--- config.mk ---
export PLATFORM = sky130hd
export DESIGN_NAME = execUnit
export DESIGN_NICKNAME = d
export VERILOG_FILES = /design/src/execPkg.sv /design/src/aluControl.sv /design/src/intAlu.sv /design/src/mulDivUnit.sv /design/src/execUnit.sv
export SDC_FILE = /design/constraint.sdc
export NUM_CORES = 1
export LEC_CHECK = 0
export BUFFER_PORTS_ARGS = -buffer_cell sky130_fd_sc_hd__buf_4
export CAP_MARGIN = 20
export CORE_MARGIN = 10
export CORE_UTILIZATION = 33
export CTS_BUF_LIST = sky130_fd_sc_hd__clkbuf_16
export DETAILED_ROUTE_END_ITERATION = 8
export GPL_ROUTABILITY_DRIVEN = 0
export PLACE_DENSITY_LB_ADDON = 0.1
export SLEW_MARGIN = 10
export SYNTH_ARGS = -nofsm -noshare
export SYNTH_HDL_FRONTEND = slang
export SYNTH_SLANG_ARGS = --single-unit
--- constraint.sdc ---
create_clock -name clk -period 6.4 [get_ports clk]
set_input_delay 0.32 -clock clk [delete_from_list [all_inputs] [get_ports clk]]
set_output_delay 0.32 -clock clk [all_outputs]
set_load 0.02 [all_outputs]
--- src/execPkg.sv ---
package execPkg;

  localparam int xlenDefault = 32;

  // operation class from the main decoder
  typedef enum logic [2:0] {
    clsMem    = 3'b000,
    clsBranch = 3'b001,
    clsReg    = 3'b010,
    clsUpper  = 3'b011,
    clsAtomic = 3'b100,
    clsImm    = 3'b110
  } opClassT;

  typedef enum logic [5:0] {
    aluAnd    = 6'b000000,
    aluOr     = 6'b000001,
    aluAdd    = 6'b000010,
    aluSll    = 6'b000011,
    aluSrl    = 6'b000100,
    aluXor    = 6'b000101,
    aluSub    = 6'b000110,
    aluSra    = 6'b000111,
    aluBeq    = 6'b001000,
    aluBne    = 6'b001001,
    aluBlt    = 6'b001010,
    aluBge    = 6'b001011,
    aluBltu   = 6'b001100,
    aluBgeu   = 6'b001101,
    aluMul    = 6'b010000,
    aluMulh   = 6'b010001,
    aluMulhsu = 6'b010010,
    aluMulhu  = 6'b010011,
    aluDiv    = 6'b010100,
    aluDivu   = 6'b010101,
    aluRem    = 6'b010110,
    aluRemu   = 6'b010111,
    aluMin    = 6'b100000,
    aluMax    = 6'b100001,
    aluMinu   = 6'b100010,
    aluMaxu   = 6'b100011,
    aluSwap   = 6'b100100,
    aluPassB  = 6'b111111
  } aluCodeT;

  // M extension codes all sit in 010xxx
  function automatic logic isMulDiv(aluCodeT code);
    return code[5:3] == 3'b010;
  endfunction

endpackage

--- src/aluControl.sv ---
`timescale 1ns/1ps

module aluControl (
  input  execPkg::opClassT opClass,
  input  logic [2:0]       func3,
  input  logic [6:0]       func7,
  output execPkg::aluCodeT aluCode
);

  import execPkg::*;

  always_comb begin
    case (opClass)
      clsMem: aluCode = aluAdd;  // address generation
      clsBranch: begin
        case (func3)
          3'b000:  aluCode = aluBeq;
          3'b001:  aluCode = aluBne;
          3'b100:  aluCode = aluBlt;
          3'b101:  aluCode = aluBge;
          3'b110:  aluCode = aluBltu;
          3'b111:  aluCode = aluBgeu;
          default: aluCode = aluBeq;
        endcase
      end
      clsUpper: aluCode = aluPassB;  // lui and auipc
      clsAtomic: begin
        case (func7[6:2])
          5'b00010: aluCode = aluAdd;  // lr
          5'b00011: aluCode = aluAdd;  // sc
          5'b00000: aluCode = aluAdd;
          5'b00100: aluCode = aluXor;
          5'b01100: aluCode = aluAnd;
          5'b01000: aluCode = aluOr;
          5'b10000: aluCode = aluMin;
          5'b10100: aluCode = aluMax;
          5'b11000: aluCode = aluMinu;
          5'b11100: aluCode = aluMaxu;
          5'b00001: aluCode = aluSwap;
          default:  aluCode = aluAdd;
        endcase
      end
      clsReg: begin
        if (func7[0]) begin
          // M extension, func3 picks the exact operation
          case (func3)
            3'b000: aluCode = aluMul;
            3'b001: aluCode = aluMulh;
            3'b010: aluCode = aluMulhsu;
            3'b011: aluCode = aluMulhu;
            3'b100: aluCode = aluDiv;
            3'b101: aluCode = aluDivu;
            3'b110: aluCode = aluRem;
            default: aluCode = aluRemu;
          endcase
        end else begin
          case (func3)
            3'b000:  aluCode = func7[5] ? aluSub : aluAdd;
            3'b001:  aluCode = aluSll;
            3'b100:  aluCode = aluXor;
            3'b101:  aluCode = func7[5] ? aluSra : aluSrl;
            3'b110:  aluCode = aluOr;
            3'b111:  aluCode = aluAnd;
            default: aluCode = aluAdd;  // slt and sltu not decoded
          endcase
        end
      end
      clsImm: begin
        case (func3)
          3'b000:  aluCode = aluAdd;
          3'b001:  aluCode = aluSll;
          3'b100:  aluCode = aluXor;
          3'b101:  aluCode = func7[5] ? aluSra : aluSrl;  // srai or srli
          3'b110:  aluCode = aluOr;
          3'b111:  aluCode = aluAnd;
          default: aluCode = aluAdd;
        endcase
      end
      default: aluCode = aluAdd;
    endcase
  end

endmodule

--- src/intAlu.sv ---
`timescale 1ns/1ps

module intAlu #(
  parameter int xlen = execPkg::xlenDefault
) (
  input  execPkg::aluCodeT aluCode,
  input  logic [xlen-1:0]  opA,
  input  logic [xlen-1:0]  opB,
  output logic [xlen-1:0]  aluResult
);

  import execPkg::*;

  localparam int shW = $clog2(xlen);

  logic [shW-1:0]  shamt;
  logic [xlen-1:0] sum;
  logic [xlen-1:0] diff;
  logic            eq;
  logic            ltS;
  logic            ltU;
  logic            taken;

  assign shamt = opB[shW-1:0];  // low bits only
  assign sum   = opA + opB;
  assign diff  = opA - opB;
  assign eq    = (opA == opB);
  assign ltS   = $signed(opA) < $signed(opB);
  assign ltU   = opA < opB;

  // branch outcome for the six compare codes
  always_comb begin
    case (aluCode)
      aluBeq:  taken = eq;
      aluBne:  taken = !eq;
      aluBlt:  taken = ltS;
      aluBge:  taken = !ltS;
      aluBltu: taken = ltU;
      aluBgeu: taken = !ltU;
      default: taken = 1'b0;
    endcase
  end

  always_comb begin
    case (aluCode)
      aluAnd: aluResult = opA & opB;
      aluOr:  aluResult = opA | opB;
      aluXor: aluResult = opA ^ opB;
      aluAdd: aluResult = sum;
      aluSub: aluResult = diff;
      aluSll: aluResult = opA << shamt;
      aluSrl: aluResult = opA >> shamt;
      aluSra: aluResult = $signed(opA) >>> shamt;

      aluBeq,
      aluBne,
      aluBlt,
      aluBge,
      aluBltu,
      aluBgeu: aluResult = {{(xlen-1){1'b0}}, taken};

      aluMin:  aluResult = ltS ? opA : opB;
      aluMax:  aluResult = ltS ? opB : opA;
      aluMinu: aluResult = ltU ? opA : opB;
      aluMaxu: aluResult = ltU ? opB : opA;

      aluSwap,
      aluPassB: aluResult = opB;

      default: aluResult = '0;  // M codes go to mulDivUnit
    endcase
  end

endmodule

--- src/mulDivUnit.sv ---
`timescale 1ns/1ps

module mulDivUnit #(
  parameter int xlen = execPkg::xlenDefault
) (
  input  logic             clk,
  input  logic             reset,
  input  logic             start,
  input  execPkg::aluCodeT mdCode,
  input  logic [xlen-1:0]  opA,
  input  logic [xlen-1:0]  opB,
  output logic             done,
  output logic [xlen-1:0]  mdResult
);

  import execPkg::*;

  localparam int cntW = $clog2(xlen);

  logic              busy;
  logic [cntW-1:0]   count;
  aluCodeT           codeR;
  logic [2*xlen-1:0] acc;      // product, or remainder and quotient
  logic [xlen-1:0]   operB;    // multiplicand or divisor magnitude
  logic              negRes;   // negate product or quotient
  logic              negRem;
  logic              divZero;

  logic              signedA;
  logic              signedB;
  logic              signA;
  logic              signB;
  logic [xlen-1:0]   magA;
  logic [xlen-1:0]   magB;

  logic [xlen:0]     addSum;
  logic [xlen:0]     remShift;
  logic              remGeq;
  logic [xlen:0]     remTrial;
  logic [2*xlen-1:0] accNext;

  logic [2*xlen-1:0] product;
  logic [xlen-1:0]   quotient;
  logic [xlen-1:0]   remainder;

  // operand signedness by code
  assign signedA = (mdCode == aluMulh) || (mdCode == aluMulhsu) ||
                   (mdCode == aluDiv) || (mdCode == aluRem);
  assign signedB = (mdCode == aluMulh) || (mdCode == aluDiv) || (mdCode == aluRem);
  assign signA   = signedA & opA[xlen-1];
  assign signB   = signedB & opB[xlen-1];
  assign magA    = signA ? -opA : opA;
  assign magB    = signB ? -opB : opB;

  // one shift-add step, carry kept in addSum
  assign addSum = acc[0] ? {1'b0, acc[2*xlen-1:xlen]} + {1'b0, operB}
                         : {1'b0, acc[2*xlen-1:xlen]};

  // one restoring divide step
  assign remShift = {acc[2*xlen-1:xlen], acc[xlen-1]};
  assign remGeq   = remShift >= {1'b0, operB};
  assign remTrial = remGeq ? remShift - {1'b0, operB} : remShift;

  assign accNext = codeR[2] ? {remTrial[xlen-1:0], acc[xlen-2:0], remGeq}
                            : {addSum, acc[xlen-1:1]};

  always_ff @(posedge clk) begin
    if (reset) begin
      busy  <= 1'b0;
      done  <= 1'b0;
      count <= '0;
    end else begin
      done <= 1'b0;
      if (start) begin  // restarts a run that was abandoned
        busy  <= 1'b1;
        count <= cntW'(xlen - 1);
      end else if (busy) begin
        if (count == '0) begin
          busy <= 1'b0;
          done <= 1'b1;
        end else begin
          count <= count - 1'b1;
        end
      end
    end
  end

  always_ff @(posedge clk) begin
    if (start) begin
      codeR   <= mdCode;
      acc     <= {{xlen{1'b0}}, magA};
      operB   <= magB;
      negRes  <= signA ^ signB;
      negRem  <= signA;
      divZero <= (opB == '0);
    end else if (busy) begin
      acc <= accNext;
    end
  end

  // most negative over minus one falls out as dividend and zero remainder
  assign product   = negRes ? -acc : acc;
  assign quotient  = divZero ? '1 : (negRes ? -acc[xlen-1:0] : acc[xlen-1:0]);
  assign remainder = negRem ? -acc[2*xlen-1:xlen] : acc[2*xlen-1:xlen];

  always_comb begin
    case (codeR)
      aluMul:                       mdResult = product[xlen-1:0];
      aluMulh, aluMulhsu, aluMulhu: mdResult = product[2*xlen-1:xlen];
      aluDiv, aluDivu:              mdResult = quotient;
      default:                      mdResult = remainder;  // rem and remu
    endcase
  end

endmodule

--- src/execUnit.sv ---
`timescale 1ns/1ps

module execUnit #(
  parameter int xlen = execPkg::xlenDefault
) (
  input  logic             clk,
  input  logic             reset,
  input  logic             cyc,
  input  logic             stb,
  input  execPkg::opClassT opClass,
  input  logic [2:0]       func3,
  input  logic [6:0]       func7,
  input  logic [xlen-1:0]  opA,
  input  logic [xlen-1:0]  opB,
  output logic             ack,
  output logic [xlen-1:0]  result
);

  import execPkg::*;

  typedef enum logic [1:0] {
    sIdle,
    sMulDiv,  // waiting on the iterative engine
    sAck
  } stateT;

  stateT           state;
  aluCodeT         aluCode;
  logic [xlen-1:0] aluResult;
  logic [xlen-1:0] mdResult;
  logic            start;
  logic            done;
  logic            req;
  logic            takeAlu;
  logic            takeMd;

  aluControl decode_i (
    .opClass (opClass),
    .func3   (func3),
    .func7   (func7),
    .aluCode (aluCode)
  );

  intAlu #(
    .xlen (xlen)
  ) alu_i (
    .aluCode   (aluCode),
    .opA       (opA),
    .opB       (opB),
    .aluResult (aluResult)
  );

  mulDivUnit #(
    .xlen (xlen)
  ) mulDiv_i (
    .clk      (clk),
    .reset    (reset),
    .start    (start),
    .mdCode   (aluCode),
    .opA      (opA),
    .opB      (opB),
    .done     (done),
    .mdResult (mdResult)
  );

  assign req     = cyc & stb;
  assign takeAlu = (state == sIdle) && req && !isMulDiv(aluCode);
  // a done left over from an abandoned run can coincide with start
  assign takeMd  = (state == sMulDiv) && req && done && !start;

  always_ff @(posedge clk) begin
    if (reset) begin
      state <= sIdle;
      ack   <= 1'b0;
      start <= 1'b0;
    end else begin
      ack   <= 1'b0;
      start <= 1'b0;
      case (state)
        sIdle: begin
          if (takeAlu) begin
            ack   <= 1'b1;
            state <= sAck;
          end else if (req) begin
            start <= 1'b1;  // M operation
            state <= sMulDiv;
          end
        end
        sMulDiv: begin
          if (!req) begin
            state <= sIdle;  // master gave up, no ack
          end else if (takeMd) begin
            ack   <= 1'b1;
            state <= sAck;
          end
        end
        sAck:    state <= sIdle;  // ack high this cycle
        default: state <= sIdle;
      endcase
    end
  end

  always_ff @(posedge clk) begin
    if (takeAlu) begin
      result <= aluResult;
    end else if (takeMd) begin
      result <= mdResult;
    end
  end

endmodule

==> results_dict.tcl <==
set metrics [dict create \
    final.period_utilization 0.8113 \
    ys_types 91 \
    path_clk_slew_ns 0.08 \
    synth_edf_count 105 \
    setup_viol 0 \
    syn-instance-count 3064 \
    hold_buffers 0 \
    place_area_sq_um 24590 \
    maxCapViolCount 0 \
    ant_nets 0 \
    status "complete, no violations" \
    cts_tree "done" \
    layout.nets 3263 \
    synth_seq_cells 148 \
    fmax_ghz 0.1926 \
    post_synth_xor_area_fraction 0.08056 \
    fin_crit_ns 5.192 \
    finalPower_mw 4.339 \
    ios 114 \
    start_util 0.3343 \
    wl_mm 104.6 \
    numCtsBuffers 17 \
    port_buffers 112 \
    synthAdderAreaFrac 0.09413 \
    layout-drive-gt1-share 0.1005 \
    wl_per_cell_um 26.44 \
    antenna_found_initial 2 \
    skew_ns 0.01753 \
    core_sq_um 68950 \
    synth_top_family_by_area "compound AO/OA/AOI/OAI gates" \
    rsz0062_at_grt "false" \
    grt_pass1_vias 23370 \
    required_ns 6.59 \
    timing.final.ws_setup_ns 1.208 \
    grt.overflow.total 0 \
    drc 0 \
    synthArstFlopShare 0 \
    synth_area_sq_um 23050 \
    drt-vias-per-instance 6.248 \
    grt_max_degree 77 \
    critPathLaunchType "input pin" \
    cts-root-buf "clkbuf_16" \
    dr.pass1.iters 6 \
    syn_area_per_cell_sq_um 7.523 \
    die_height_um 284.3 \
    ff2ff_setup_slack_ns 1.91 \
    final_cell_mix "274 x a21oi_1, 272 x nor2_1, 235 x nand2_1" \
    die_x_um 284.3 \
    leakage_nw 9.450 \
    worstSetupPathType "in2reg" \
    final_hold_viol_count 0 \
    grt_use_total 0.2475 \
    drtIter0Drc 3131 \
    num_vias 24720 \
    crit_path_end_kind "flip-flop" \
    clock_sinks 148 \
    yosysSeqAreaShare 0.1741 \
    vdd_drop_max_mv 0.2259 \
    dp_slack_ns 0.9418 \
    fin_setup_tns_ns 0 \
    relSlewSlack 0.1533 \
    final_common_cell "a21oi_1" \
    instances_no_fill 3956 \
    cp_data_arrival_time_ns 5.39 \
    grt_pass1_wl_mm 154.6 \
    synth_mux_area_frac 0.08262 \
    dp_hpwl_mm 82.17 \
    power.density_nw_per_um2 172.4 \
    dieArea_sq_um 80820 \
    place_inst 3921 \
    synth_nets 3316 \
    h-tree-depth 4 \
    drv_slew 0 \
    syn_to_final_growth_pct 9.206 \
    synth-simple-area-share 0.1897 \
    clkLatencyLatePin_ns 0.50 \
    clockBufferDepth 2 \
    post_cts_buffers 0 \
    hold_path.class "in2reg" \
    num_rows 96 \
    worstMarginPinSlew_ns 1.238 \
    path_max_fanout 59 \
    synth-main-ff-cell "edfxtp_1" \
    synth-compound-area-share 0.3110 \
    fin_area_sq_um 25170 \
    ys_warn_count 0 \
    cts_resized 0 \
]
[where the power goes]
group	switching (mW)	internal (mW)	leakage [nW]
Clock	0.493	0.528	0.277
Combinational	1.30	0.797	7.85
Sequential	0.135	1.09	1.32
[sequential cells by signal, summed over array words and instances (netlist names)]
name and cells:
mulDiv_i.divZero 1, mulDiv_i.count 5, mulDiv_i.negRem 1, start 1, state 2, mulDiv_i.negRes 1
result 32, mulDiv_i.codeR 6, ack 1, mulDiv_i.busy 1, mulDiv_i.operB 32, mulDiv_i.done 1
mulDiv_i.acc 64
[synthesized netlist by cell type (16+ instances only)]
master	n	area share
a21oi_1	274	0.059
nor2_1	273	0.044
nand2_1	235	0.038
o21ai_0	226	0.049
clkbuf_1	201	0.033
ha_1	167	0.091
inv_1	166	0.027
xnor2_1	141	0.054
edfxtp_1	105	0.14
a211oi_1	92	0.030
nor3_1	75	0.016
mux2i_1	71	0.031
xor2_1	71	0.027
nor2b_1	61	0.017
or3_1	49	0.013
nand3_1	47	0.010
a21o_1	46	0.015
mux4_2	46	0.045
o31ai_1	46	0.015
dfxtp_1	43	0.037
a31oi_1	42	0.011
o211ai_1	40	0.013
o22ai_1	27	0.0073
a22oi_1	26	0.0085
nor4_1	26	0.0071
o21a_1	26	0.0085
a221oi_1	25	0.0095
nand4_1	24	0.0065
nand2b_1	22	0.0060
o221ai_1	22	0.0084
a2111oi_0	21	0.0080
or4_1	21	0.0068
buf_2	20	0.0043
o41ai_1	20	0.0076
o21bai_1	19	0.0062
or2_2	16	0.0043
[stage by stage]
stage | util | hold slack [ns]
after floorplan | - | 0.3987
after global placement | 0.3565 | 0.4984
after detailed placement | 0.3566 | 0.5213
after CTS | 0.3648 | 0.04182
after global routing | 0.3651 | 0.07071
final | 0.3651 | 0.08116
[cell families after synthesis]
kind of cell | after synthesis
buf+inv | 408
flops | 148
fa+ha+maj | 171
compound gates | 1086
mux | 131
xor+xnor | 212
simple gates | 908
[layout make-up]
type,count,area [sq um]
flip-flops and latches,148,4018
repair buffers,165,1254
clock inverters,14,112.6
clock buffers,18,450.4
inverters,171,641.9
well taps,931,1165
diodes,1,2.502
fillers,7340,43770
multi-input cells,2508,17530
[layer usage]
layer	up-vias	share of wire	track usage
met5	-	0.00012	0
met4	2	0.048	0.1099
met3	217	0.076	0.03870
met2	1236	0.44	0.3862
met1	11920	0.44	0.3320
li1	11350	-	-
[path summary, 6_finish.rpt]
path,from,endpoint,cells after the start
setup / recovery,opB[4],result[9]$_DFFE_PP_,13
hold / removal,reset,mulDiv_i.count[1]$_SDFFE_PP0P_,2
setup reg to reg,mulDiv_i.acc[11]$_DFFE_PP_,result[27]$_DFFE_PP_,10
hold reg to reg,state[0]$_SDFFE_PP0P_,start$_SDFF_PP0_,1
[critical path, cell delays in order]
cell       delay [ns]
buf_4            0.49
clkinv_1         0.19
ha_1             0.43
or4_1            0.69
a31oi_1          0.35
nor3_1           0.20
o221a_2          0.33
o211ai_1         0.41
a22oi_1          0.18
xnor2_1          0.36
o21bai_2         0.15
a2111oi_0        1.09
a221oi_1         0.17
No activity file was read; power rests on OpenSTA's default activity.
